===== config.mk =====
export PLATFORM = sky130hd
export DESIGN_NAME = line_sync
export DESIGN_NICKNAME = d
export VERILOG_FILES = /design/src/rtl/eeprom_pkg.sv /design/src/rtl/line_sync.sv
export SDC_FILE = /design/constraint.sdc
export NUM_CORES = 1
export LEC_CHECK = 0
export ABC_CLOCK_PERIOD_IN_PS = 2400
export BUFFER_PORTS_ARGS = -buffer_cell sky130_fd_sc_hd__buf_4
export CAP_MARGIN = 20
export CORE_AREA = 10 10 47 49
export CTS_CLUSTER_SIZE = 30
export DETAILED_ROUTE_END_ITERATION = 16
export DIE_AREA = 0 0 57 59
export GPL_TIMING_DRIVEN = 0
export PLACE_DENSITY = 0.43
export SETUP_SLACK_MARGIN = 0.5
export SYNTH_ARGS = -nofsm -noshare
export SYNTH_HDL_FRONTEND = slang
export SYNTH_SLANG_ARGS = --single-unit

===== constraint.sdc =====
create_clock -name sda -period 2.4 [get_ports sda]
set_input_delay 0.36 -clock sda [delete_from_list [all_inputs] [get_ports sda]]
set_output_delay 0.36 -clock sda [all_outputs]
set_load 0.005 [all_outputs]

===== src/rtl/eeprom_pkg.sv =====
`default_nettype none

package eeprom_pkg;

    // Upper nibble of every control byte addressed to this device.
    localparam logic [3:0] DEV_CODE = 4'b1010;

    localparam int ADDR_W    = 11;   // 3 block bits plus 8 byte bits.
    localparam int MEM_DEPTH = 2048; // Eight blocks of 256 bytes.

    // Protocol engine states.
    typedef enum logic [3:0] {
        ST_IDLE,
        ST_CTRL,       // Receive control byte.
        ST_CTRL_ACK,
        ST_ADDR,
        ST_ADDR_ACK,
        ST_WDATA,
        ST_WDATA_ACK,
        ST_RDATA,      // Shift out byte.
        ST_RDATA_ACK   // Sample master acknowledge.
    } i2c_state_e;

endpackage

`default_nettype wire


===== src/rtl/line_sync.sv =====
`timescale 1ns/1ps
`default_nettype none

module line_sync
    import eeprom_pkg::*;
(
    input  logic sda,
    input  logic arst_n,
    input  logic i2c_clk,
    input  logic i2c_data_in,
    output logic scl_rise,
    output logic scl_fall,
    output logic start_det,
    output logic stop_det,
    output logic data_bit
);

    logic clk_s1, clk_s2, clk_q;
    logic dat_s1, dat_s2, dat_q;

    // Both lines idle high, so the flops reset high to avoid a false start.
    always_ff @(posedge sda or negedge arst_n)
    begin
        if (!arst_n)
        begin
            clk_s1 <= 1'b1;
            clk_s2 <= 1'b1;
            clk_q  <= 1'b1;
            dat_s1 <= 1'b1;
            dat_s2 <= 1'b1;
            dat_q  <= 1'b1;
        end
        else
        begin
            clk_s1 <= i2c_clk;
            clk_s2 <= clk_s1;
            clk_q  <= clk_s2;
            dat_s1 <= i2c_data_in;
            dat_s2 <= dat_s1;
            dat_q  <= dat_s2;
        end
    end

    // Edge register. Outputs line up three cycles after the pins.
    always_ff @(posedge sda or negedge arst_n)
    begin
        if (!arst_n)
        begin
            scl_rise  <= 1'b0;
            scl_fall  <= 1'b0;
            start_det <= 1'b0;
            stop_det  <= 1'b0;
            data_bit  <= 1'b1;
        end
        else
        begin
            scl_rise  <= clk_s2 & ~clk_q;
            scl_fall  <= ~clk_s2 & clk_q;
            start_det <= clk_s2 & clk_q & dat_q & ~dat_s2; // Data falls, clock high.
            stop_det  <= clk_s2 & clk_q & ~dat_q & dat_s2; // Data rises, clock high.
            data_bit  <= dat_s2;
        end
    end

endmodule

`default_nettype wire


==> results.ini <==
[timing]
final.setup_skew_ns=0.000979
fmax_ghz=0.800
fin_crit_ns=1.25
final-setup-viol-count=0
finalHoldViolations=0
slew_headroom_pct=91.8
slew_viol_final=0
worst_slew_pin_slew_ns=0.123
rsz0062_at_grt=no
finalSetupTns_ns=0
post-route-period-util_pct=52.1

[placement]
place.gp.congestion=0.635
placedCellCount=38
placed_cell_area_um2=370
portBuffers=8

[routing]
viasPerCell=3.50
dr.pass1.iters=1
detail-route-antenna-nets=0
drtIter0Drc=0
drc_errors=0
post_drt_wl_per_cell_um=9.95
routed_wl_um=418
vias=147

[floorplan]
io_pins=9
die_w_um=57
rows=14
die_h_um=59
core-area_um2=1400
die-area_um2=3360
start_util_pct=20.7

[power_and_ir_drop]
peakVddDrop_mv=0.342
p_leak_nw=0.191
power_density_nw_per_um2=761

[grt]
first_global_vias=171
grt_first_pass_wirelength_um=690
grt.overflow.total=0
antenna_found_initial=0
grt_max_degree=11
grtUsageTotal_pct=2.83

[yosys]
synth_cells=14
synthesis.nets=18
synth_seq_cells=10
ys_seq_area_share_pct=88.8
synth_area_um2=290
syn_area_per_cell_um2=20.7
ys_warn_count=0
yosysTopAreaCell=dfstp_2
ys_types=4
ys_top_cells_by_area=dfstp_2, dfrtp_1, and4b_1
yosysTopAreaCellShare_pct=54.3

[clock_tree]
h-tree-depth=1
post_cts_resized=0
post_cts_buffers=0
cts_buffers=3
cts_buffer_depth=2
cts_tree=built
cts-root-buf=clkbuf_4
ctsHoldBuffers=1
path_clk_slew_ns=0.06
clock_latency_ns=0.25
cts_sinks=10

[critical_path]
cpPeakStageDelay_ns=0.53
path_buf_inv=1
cp_top_family=flip-flops
end_kind=primary output
worstPathCellList=buf_4
critPathMaxFanout=3
arrival_ns=0.89
crit_type=reg -> out
crit_slowest_cell=dfstp_2
cp.required_ns=2.04
start_kind=flip-flop

[finish]
instances_no_fill=42
fin_nets=32
areaGrowthSynthToFinish_pct=38.8
antenna_cells=0
design_area_um2=403
drive_above_1_share_pct=65.4

[status]
status=finished clean

[flow_run]
max_cap_viol_count=0

[hold_path]
hp-class=in -> reg

==> cells in the final DEF (no fill, tap or decap) <==
cell type      n
and4b_1        2
buf_4          8
clkbuf_4       3
dfrtp_1        4
dfstp_2        6
dlygate4sd3_1  1
nor2b_1        2
==> state kept, by name, summed over array words and instances (netlist names) <==
register   cells
clk_q          1
clk_s1         1
clk_s2         1
dat_q          1
dat_s1         1
dat_s2         1
scl_fall       1
scl_rise       1
start_det      1
stop_det       1
==> synthesized netlist by cell type, drive strengths merged <==
cell type  number
dfstp           6
dfrtp           4
and4b           2
nor2b           2
==> kinds of logic after synthesis <==
kind of cell	Yosys count	share of synthesized area [%]
DFF	10	88.8
and+or+nand+nor	4	11.2
==> final timing paths <==
path / startpoint / to / slack, ns / cells after the start
worst max register to register: dat_s2 / start_det / 1.58 / 1
worst min-delay path: i2c_data_in / dat_s1 / 0.21 / 1
max in group asynchronous: arst_n / clk_q / 1.73 / 2
min in group asynchronous: arst_n / stop_det / 0.46 / 2
worst min register to register: dat_s1 / dat_s2 / 0.36 / 0
worst max-delay path: dat_q / data_bit / 1.15 / 1
==> where the power goes <==
part / total [mW] / internal [mW] / switching, mW
Combinational: 0.0156 / 0.00983 / 0.00573
Clock: 0.107 / 0.0575 / 0.0494
Sequential: 0.184 / 0.180 / 0.00367
Total: 0.307 / 0.248 / 0.0588
==> area by class of cell <==
class / instances / area (µm²)
well taps: 16 / 20.0
repair buffers: 9 / 70.1
multi-input cells: 4 / 32.5
flip-flops and latches: 10 / 258
fillers: 154 / 998
clock buffers: 3 / 22.5
==> stage by stage <==
step | power, mW | setup WS (ns) | utilization, % | hold WS (ns)
after floorplan | 0.189 | 1.53 | - | 0.0644
after global placement | 0.201 | 1.42 | 26.4 | 0.188
after detailed placement | 0.202 | 1.42 | 26.4 | 0.191
after CTS | 0.311 | 1.14 | 28.7 | 0.203
after global routing | 0.324 | 1.11 | 28.7 | 0.200
final | 0.307 | 1.15 | 28.7 | 0.210
==> metal layers <==
metal	track usage, %	vias to the layer above	share of wire [%]
li1	-	71	-
met4	3.02	0	0
met5	0	-	0
met1	3.65	67	52
met3	2.36	0	15
met2	2.33	9	33
Note: power is estimated with default switching activity, not from simulation.
