==> config.mk <==
export PLATFORM = sky130hd
export DESIGN_NAME = i2c_slave_fsm
export DESIGN_NICKNAME = d
export VERILOG_FILES = /design/src/rtl/eeprom_pkg.sv /design/src/rtl/i2c_slave_fsm.sv
export SDC_FILE = /design/constraint.sdc
export NUM_CORES = 1
export LEC_CHECK = 0
export BUFFER_PORTS_ARGS = -buffer_cell sky130_fd_sc_hd__buf_2
export CORE_UTILIZATION = 50
export CTS_CLUSTER_SIZE = 40
export DETAILED_ROUTE_END_ITERATION = 10
export PLACE_DENSITY = 0.75
export SETUP_SLACK_MARGIN = 0.3
export SYNTH_ARGS = -nofsm -noshare
export SYNTH_HDL_FRONTEND = slang
export SYNTH_SLANG_ARGS = --single-unit
export TNS_END_PERCENT = 10
==> constraint.sdc <==
create_clock -name sda -period 2.6 [get_ports sda]
set_clock_uncertainty 0.05 [all_clocks]
set_input_delay 0.52 -clock sda [delete_from_list [all_inputs] [get_ports sda]]
set_output_delay 0.52 -clock sda [all_outputs]
set_load 0.05 [all_outputs]
==> src/rtl/eeprom_pkg.sv <==
`default_nettype none

package eeprom_pkg;

    // Upper nibble of every control byte addressed to this device.
    localparam logic [3:0] DEV_CODE = 4'b1010;

    localparam int ADDR_W    = 11;   // 3 block bits plus 8 byte bits.
    localparam int MEM_DEPTH = 2048; // Eight blocks of 256 bytes.

    // Protocol engine states.
    typedef enum logic [3:0] {
        ST_IDLE,
        ST_CTRL,       // Receive control byte.
        ST_CTRL_ACK,
        ST_ADDR,
        ST_ADDR_ACK,
        ST_WDATA,
        ST_WDATA_ACK,
        ST_RDATA,      // Shift out byte.
        ST_RDATA_ACK   // Sample master acknowledge.
    } i2c_state_e;

endpackage

`default_nettype wire

==> src/rtl/i2c_slave_fsm.sv <==
`timescale 1ns/1ps
`default_nettype none

module i2c_slave_fsm
    import eeprom_pkg::*;
(
    input  logic              sda,
    input  logic              arst_n,
    input  logic              scl_rise,
    input  logic              scl_fall,
    input  logic              start_det,
    input  logic              stop_det,
    input  logic              data_bit,
    input  logic [7:0]        mem_rdata,
    output logic [ADDR_W-1:0] mem_addr,
    output logic [7:0]        mem_wdata,
    output logic              mem_we,
    output logic              mem_re,
    output logic              i2c_data_oe
);

    i2c_state_e state;
    logic [3:0] bit_cnt;
    logic [7:0] shift_reg;
    logic [7:0] tx_byte;
    logic [2:0] blk_bits;
    logic [7:0] addr_lo;
    logic       ctrl_rd;   // Read bit of the accepted control byte.
    logic       rd_pend;   // Memory read data arrives this cycle.
    logic       rx_state;
    logic       rx_shift;
    logic       byte_done;
    logic       ctrl_ok;

    assign rx_state  = (state == ST_CTRL) || (state == ST_ADDR) || (state == ST_WDATA);
    assign rx_shift  = rx_state && scl_rise && (bit_cnt != 4'd8);
    assign byte_done = scl_fall && (bit_cnt == 4'd8);
    assign ctrl_ok   = (shift_reg[7:4] == DEV_CODE);

    assign mem_addr  = {blk_bits, addr_lo};
    assign mem_wdata = shift_reg;

    always_ff @(posedge sda or negedge arst_n)
    begin
        if (!arst_n)
        begin
            state       <= ST_IDLE;
            bit_cnt     <= 4'd0;
            i2c_data_oe <= 1'b0;
            mem_we      <= 1'b0;
            mem_re      <= 1'b0;
            rd_pend     <= 1'b0;
        end
        else
        begin
            mem_we  <= 1'b0;
            mem_re  <= 1'b0;
            rd_pend <= mem_re;
            if (start_det)
            begin
                state       <= ST_CTRL;   // Also covers the repeated start.
                bit_cnt     <= 4'd0;
                i2c_data_oe <= 1'b0;
            end
            else if (stop_det)
            begin
                state       <= ST_IDLE;
                bit_cnt     <= 4'd0;
                i2c_data_oe <= 1'b0;
            end
            else
            begin
                case (state)
                    ST_IDLE:
                    begin
                        bit_cnt <= 4'd0;
                    end
                    ST_CTRL:
                    begin
                        if (rx_shift)
                            bit_cnt <= bit_cnt + 4'd1;
                        else if (byte_done)
                        begin
                            if (ctrl_ok)
                            begin
                                state       <= ST_CTRL_ACK;
                                i2c_data_oe <= 1'b1;
                                mem_re      <= shift_reg[0]; // Fetch early for a read.
                            end
                            else
                            begin
                                state   <= ST_IDLE; // Not our device code.
                                bit_cnt <= 4'd0;
                            end
                        end
                    end
                    ST_ADDR:
                    begin
                        if (rx_shift)
                            bit_cnt <= bit_cnt + 4'd1;
                        else if (byte_done)
                        begin
                            state       <= ST_ADDR_ACK;
                            i2c_data_oe <= 1'b1;
                        end
                    end
                    ST_WDATA:
                    begin
                        if (rx_shift)
                        begin
                            bit_cnt <= bit_cnt + 4'd1;
                            if (bit_cnt == 4'd7)
                                mem_we <= 1'b1;
                        end
                        else if (byte_done)
                        begin
                            state       <= ST_WDATA_ACK;
                            i2c_data_oe <= 1'b1;
                        end
                    end
                    ST_CTRL_ACK:
                    begin
                        if (scl_fall)
                        begin
                            bit_cnt <= 4'd0;
                            if (ctrl_rd)
                            begin
                                state       <= ST_RDATA;
                                i2c_data_oe <= ~tx_byte[7]; // MSB goes out first.
                            end
                            else
                            begin
                                state       <= ST_ADDR;
                                i2c_data_oe <= 1'b0;
                            end
                        end
                    end
                    ST_ADDR_ACK:
                    begin
                        if (scl_fall)
                        begin
                            state       <= ST_WDATA;
                            bit_cnt     <= 4'd0;
                            i2c_data_oe <= 1'b0;
                        end
                    end
                    ST_WDATA_ACK:
                    begin
                        if (scl_fall)
                        begin
                            state       <= ST_IDLE; // Single byte writes only.
                            bit_cnt     <= 4'd0;
                            i2c_data_oe <= 1'b0;
                        end
                    end
                    ST_RDATA:
                    begin
                        if (scl_fall)
                        begin
                            if (bit_cnt == 4'd7)
                            begin
                                state       <= ST_RDATA_ACK;
                                bit_cnt     <= 4'd0;
                                i2c_data_oe <= 1'b0; // Let the master drive the ack.
                            end
                            else
                            begin
                                bit_cnt     <= bit_cnt + 4'd1;
                                i2c_data_oe <= ~tx_byte[6];
                            end
                        end
                    end
                    ST_RDATA_ACK:
                    begin
                        // No sequential reads, so ack and nack both end the read.
                        if (scl_rise)
                            state <= ST_IDLE;
                    end
                    default:
                    begin
                        state <= ST_IDLE;
                    end
                endcase
            end
        end
    end

    // Shift register, captured address and outgoing byte.
    always_ff @(posedge sda)
    begin
        if (rx_shift)
            shift_reg <= {shift_reg[6:0], data_bit};
        if ((state == ST_CTRL) && byte_done && ctrl_ok)
        begin
            ctrl_rd <= shift_reg[0];
            if (!shift_reg[0])
                blk_bits <= shift_reg[3:1]; // Read keeps the stored block.
        end
        if ((state == ST_ADDR) && byte_done)
            addr_lo <= shift_reg;
        if (rd_pend)
            tx_byte <= mem_rdata;
        else if ((state == ST_RDATA) && scl_fall)
            tx_byte <= {tx_byte[6:0], 1'b0};
    end

    a_idle_released: assert property (@(posedge sda) disable iff (!arst_n)
        (state == ST_IDLE) |-> !i2c_data_oe);

    a_we_after_last_bit: assert property (@(posedge sda) disable iff (!arst_n)
        mem_we |-> $past((state == ST_WDATA) && scl_rise && (bit_cnt == 4'd7)));

    a_we_re_exclusive: assert property (@(posedge sda) disable iff (!arst_n)
        !(mem_we && mem_re));

endmodule

`default_nettype wire

==> flow_summary.toml <==
[run_status]
status = "complete, no violations"

[flow_run]
drv_cap = 0

[worst_setup_path]
worstSetupPathType = "register to register"
worstSetupStartpointType = "register"
critPathMaxFanout = 4
cpPeakStageDelay_ps = 670
critical-path-slowest-cell = "nor4bb_1"
path_cells = "nor4bb_1, nand2_1, nor3_1"
arrival_ps = 2010
worstPathRequired_ps = 2490
worst-path-buf-inv = 0
cpLargestDelayFamily = "simple AND/OR/NAND/NOR gates"
end_kind = "register"

[drt]
drc = 0
drt-total-wl_um = 3711
num_vias = 1328
wl_per_cell_um = 16.13
via_per_inst = 5.774
firstDrtPassIters = 4
drt_iter0_markers = 63
ant_nets = 0

[yosys]
netlist_area_um2 = 1862
netlist_instances = 143
synth-edff-count = 28
async_flop_share_pct = 30.00
synth_ff_type = "edfxtp_1"
synth_nets = 160
yosysWarnings = 0
synth_seq_cells = 40
seq_area_frac_synth_pct = 61.29
synth_cell_types = 49
synth.avg_cell_area_um2 = 13.02

[power_and_ir_drop]
clkPwrFrac_pct = 37.8
p_per_area_nw_per_um2 = 600.9
switching_share_pct = 23.19
p_int_mw = 1.015
power.total_mw = 1.322
peakVddDrop_v = 0.0002531
p_comb_share_pct = 8.5
switchingPower_mw = 0.3065
seq_power_share_pct = 53.6
power_leakage_nw = 0.8789

[hold_path]
hold_class = "input port to asynchronous set/reset pin"

[global_route]
grt_start_max_net_pins = 15
first_global_vias = 1318
grtUsageTotal_pct = 21.15
grt-ovfl-total = 0
antenna_found_initial = 0
grt_pass1_wl_um = 6230

[clock_tree]
cts_buffers = 5
cts-root-buf = "clkbuf_8"
clk_path_buf_depth = 2
path_clk_slew_ps = 80
cts.htree.levels = 2
clk_latency_ps = 290
postCtsHoldBufs = 0
cts_resized = 0
post_cts_buffers = 0
cts_sinks = 40
cts_tree = "done"

[timing]
slew_violations = 0
rsz0062_at_grt = "false"
fin_tns_setup_ps = 0
hold_slack_ps = 45.09
relSlewSlack_pct = 51.50
period_share_pct = 81.75
final-hold-violation-count = 0
fmax_ghz = 0.4705
worst_pin_slew_ps = 717.7
period_needed_ps = 2126
setup_viol = 0

[floorplan]
die_area_um2 = 3972
start_util_pct = 54.09
ios = 37
die_y_um = 63.02
core_area_um2 = 3442
row_count = 21
die_w_um = 63.02

[placement]
hpwl_um = 2614
gp_congestion = 0.8852
io_buffers = 36

[cells_and_area]
layout-drive-gt1-share_pct = 33.15
mostFrequentLayoutCells = "buf_2, edfxtp_1, dfrtp_1"
area_growth_pct = 18.15
utilization_pct = 63.90
nets = 200
antenna_cells = 0
final_common_cell = "buf_2"
worst register-to-register path: cells and delay by family, from the launching register on:
kind,cells,cell delay [ps]
AND/OR/NAND/NOR,3,1290
flip-flops,1,430
metal layers:
metal	vias to the layer above	routed length, um	track usage, %	share of wire, %
met5	-	0	0	0
met4	0	101	10.47	2.7
met3	15	247	7.482	6.7
met2	62	1777	32.26	48
met1	627	1584	26.51	43
li1	624	-	-	-
kinds of logic (layout without fill, tap and decap cells):
kind of cell / after synthesis / after routing / share of synthesized area [%]
AOI/OAI and AO/OA: 27 / 27 / 11.83
adders and majority gates: 2 / 2 / 1.344
muxes: 9 / 9 / 5.377
xor gates and xnor gates: 2 / 2 / 0.9410
buffers and inverters: 9 / 50 / 2.217
and+or+nand+nor: 54 / 54 / 17.00
DFF: 40 / 40 / 61.29
state kept, by name, indices dropped and copies added (netlist names):
register	cells
addr_lo	8
bit_cnt	4
blk_bits	3
ctrl_rd	1
i2c_data_oe	1
mem_re	1
mem_wdata	8
mem_we	1
rd_pend	1
state	4
tx_byte	8
final cells by class:
class                   count  area [um2]
well taps                  46       57.56
inverters                   4       15.01
flip-flops and latches     40        1141
multi-input cells          94       679.4
repair buffers             38       195.2
clock buffers               5       68.82
clock inverters             3       42.54
fillers                   274        1242
metrics by stage:
| stage | setup slack [ps] | instances | area (um2) |
|---|---|---|---|
| after detailed placement | 501.5 | 222 | 2088 |
| after floorplan | 534.9 | 143 | 1862 |
| after CTS | 486.8 | 230 | 2200 |
| after global routing | 309.5 | 230 | 2200 |
| after global placement | 540.2 | 222 | 2088 |
| final | 474.4 | 230 | 2200 |
power by group through the flow:
stage,Combinational [mW],Sequential [mW],Clock (mW)
after detailed placement,0.111,0.723,0
after floorplan,0.0516,0.743,0
after global routing,0.121,0.712,0.537
after CTS,0.112,0.709,0.509
final,0.113,0.709,0.500
after global placement,0.109,0.722,0
cell usage after synthesis, drive strengths merged (3+ instances only):
cell / n / area, um2
nor3: 4 / 20.02
o31ai: 3 / 22.52
nand2: 11 / 41.29
nor2: 9 / 43.80
mux2: 8 / 90.09
edfxtp: 28 / 840.8
o21ai: 4 / 20.02
nand3b: 3 / 26.27
nor2b: 3 / 18.77
buf: 4 / 22.52
inv: 4 / 15.01
dfrtp: 12 / 300.3
nand2b: 4 / 25.02
nand3: 5 / 25.02
a21oi: 4 / 20.02
and2: 3 / 18.77
final timing paths:
path,startpoint,end,slack (ps),cells after the start
max in group asynchronous,arst_n,mem_re,2220,1
setup / recovery,mem_wdata[4],blk_bits[2],470,3
hold reg to reg,mem_re,rd_pend,370,0
setup reg to reg,mem_wdata[4],blk_bits[2],470,3
hold / removal,arst_n,state[0],50,1
min in group sda,data_bit,mem_wdata[0],350,1
Note: power is estimated with default switching activity, not from simulation.
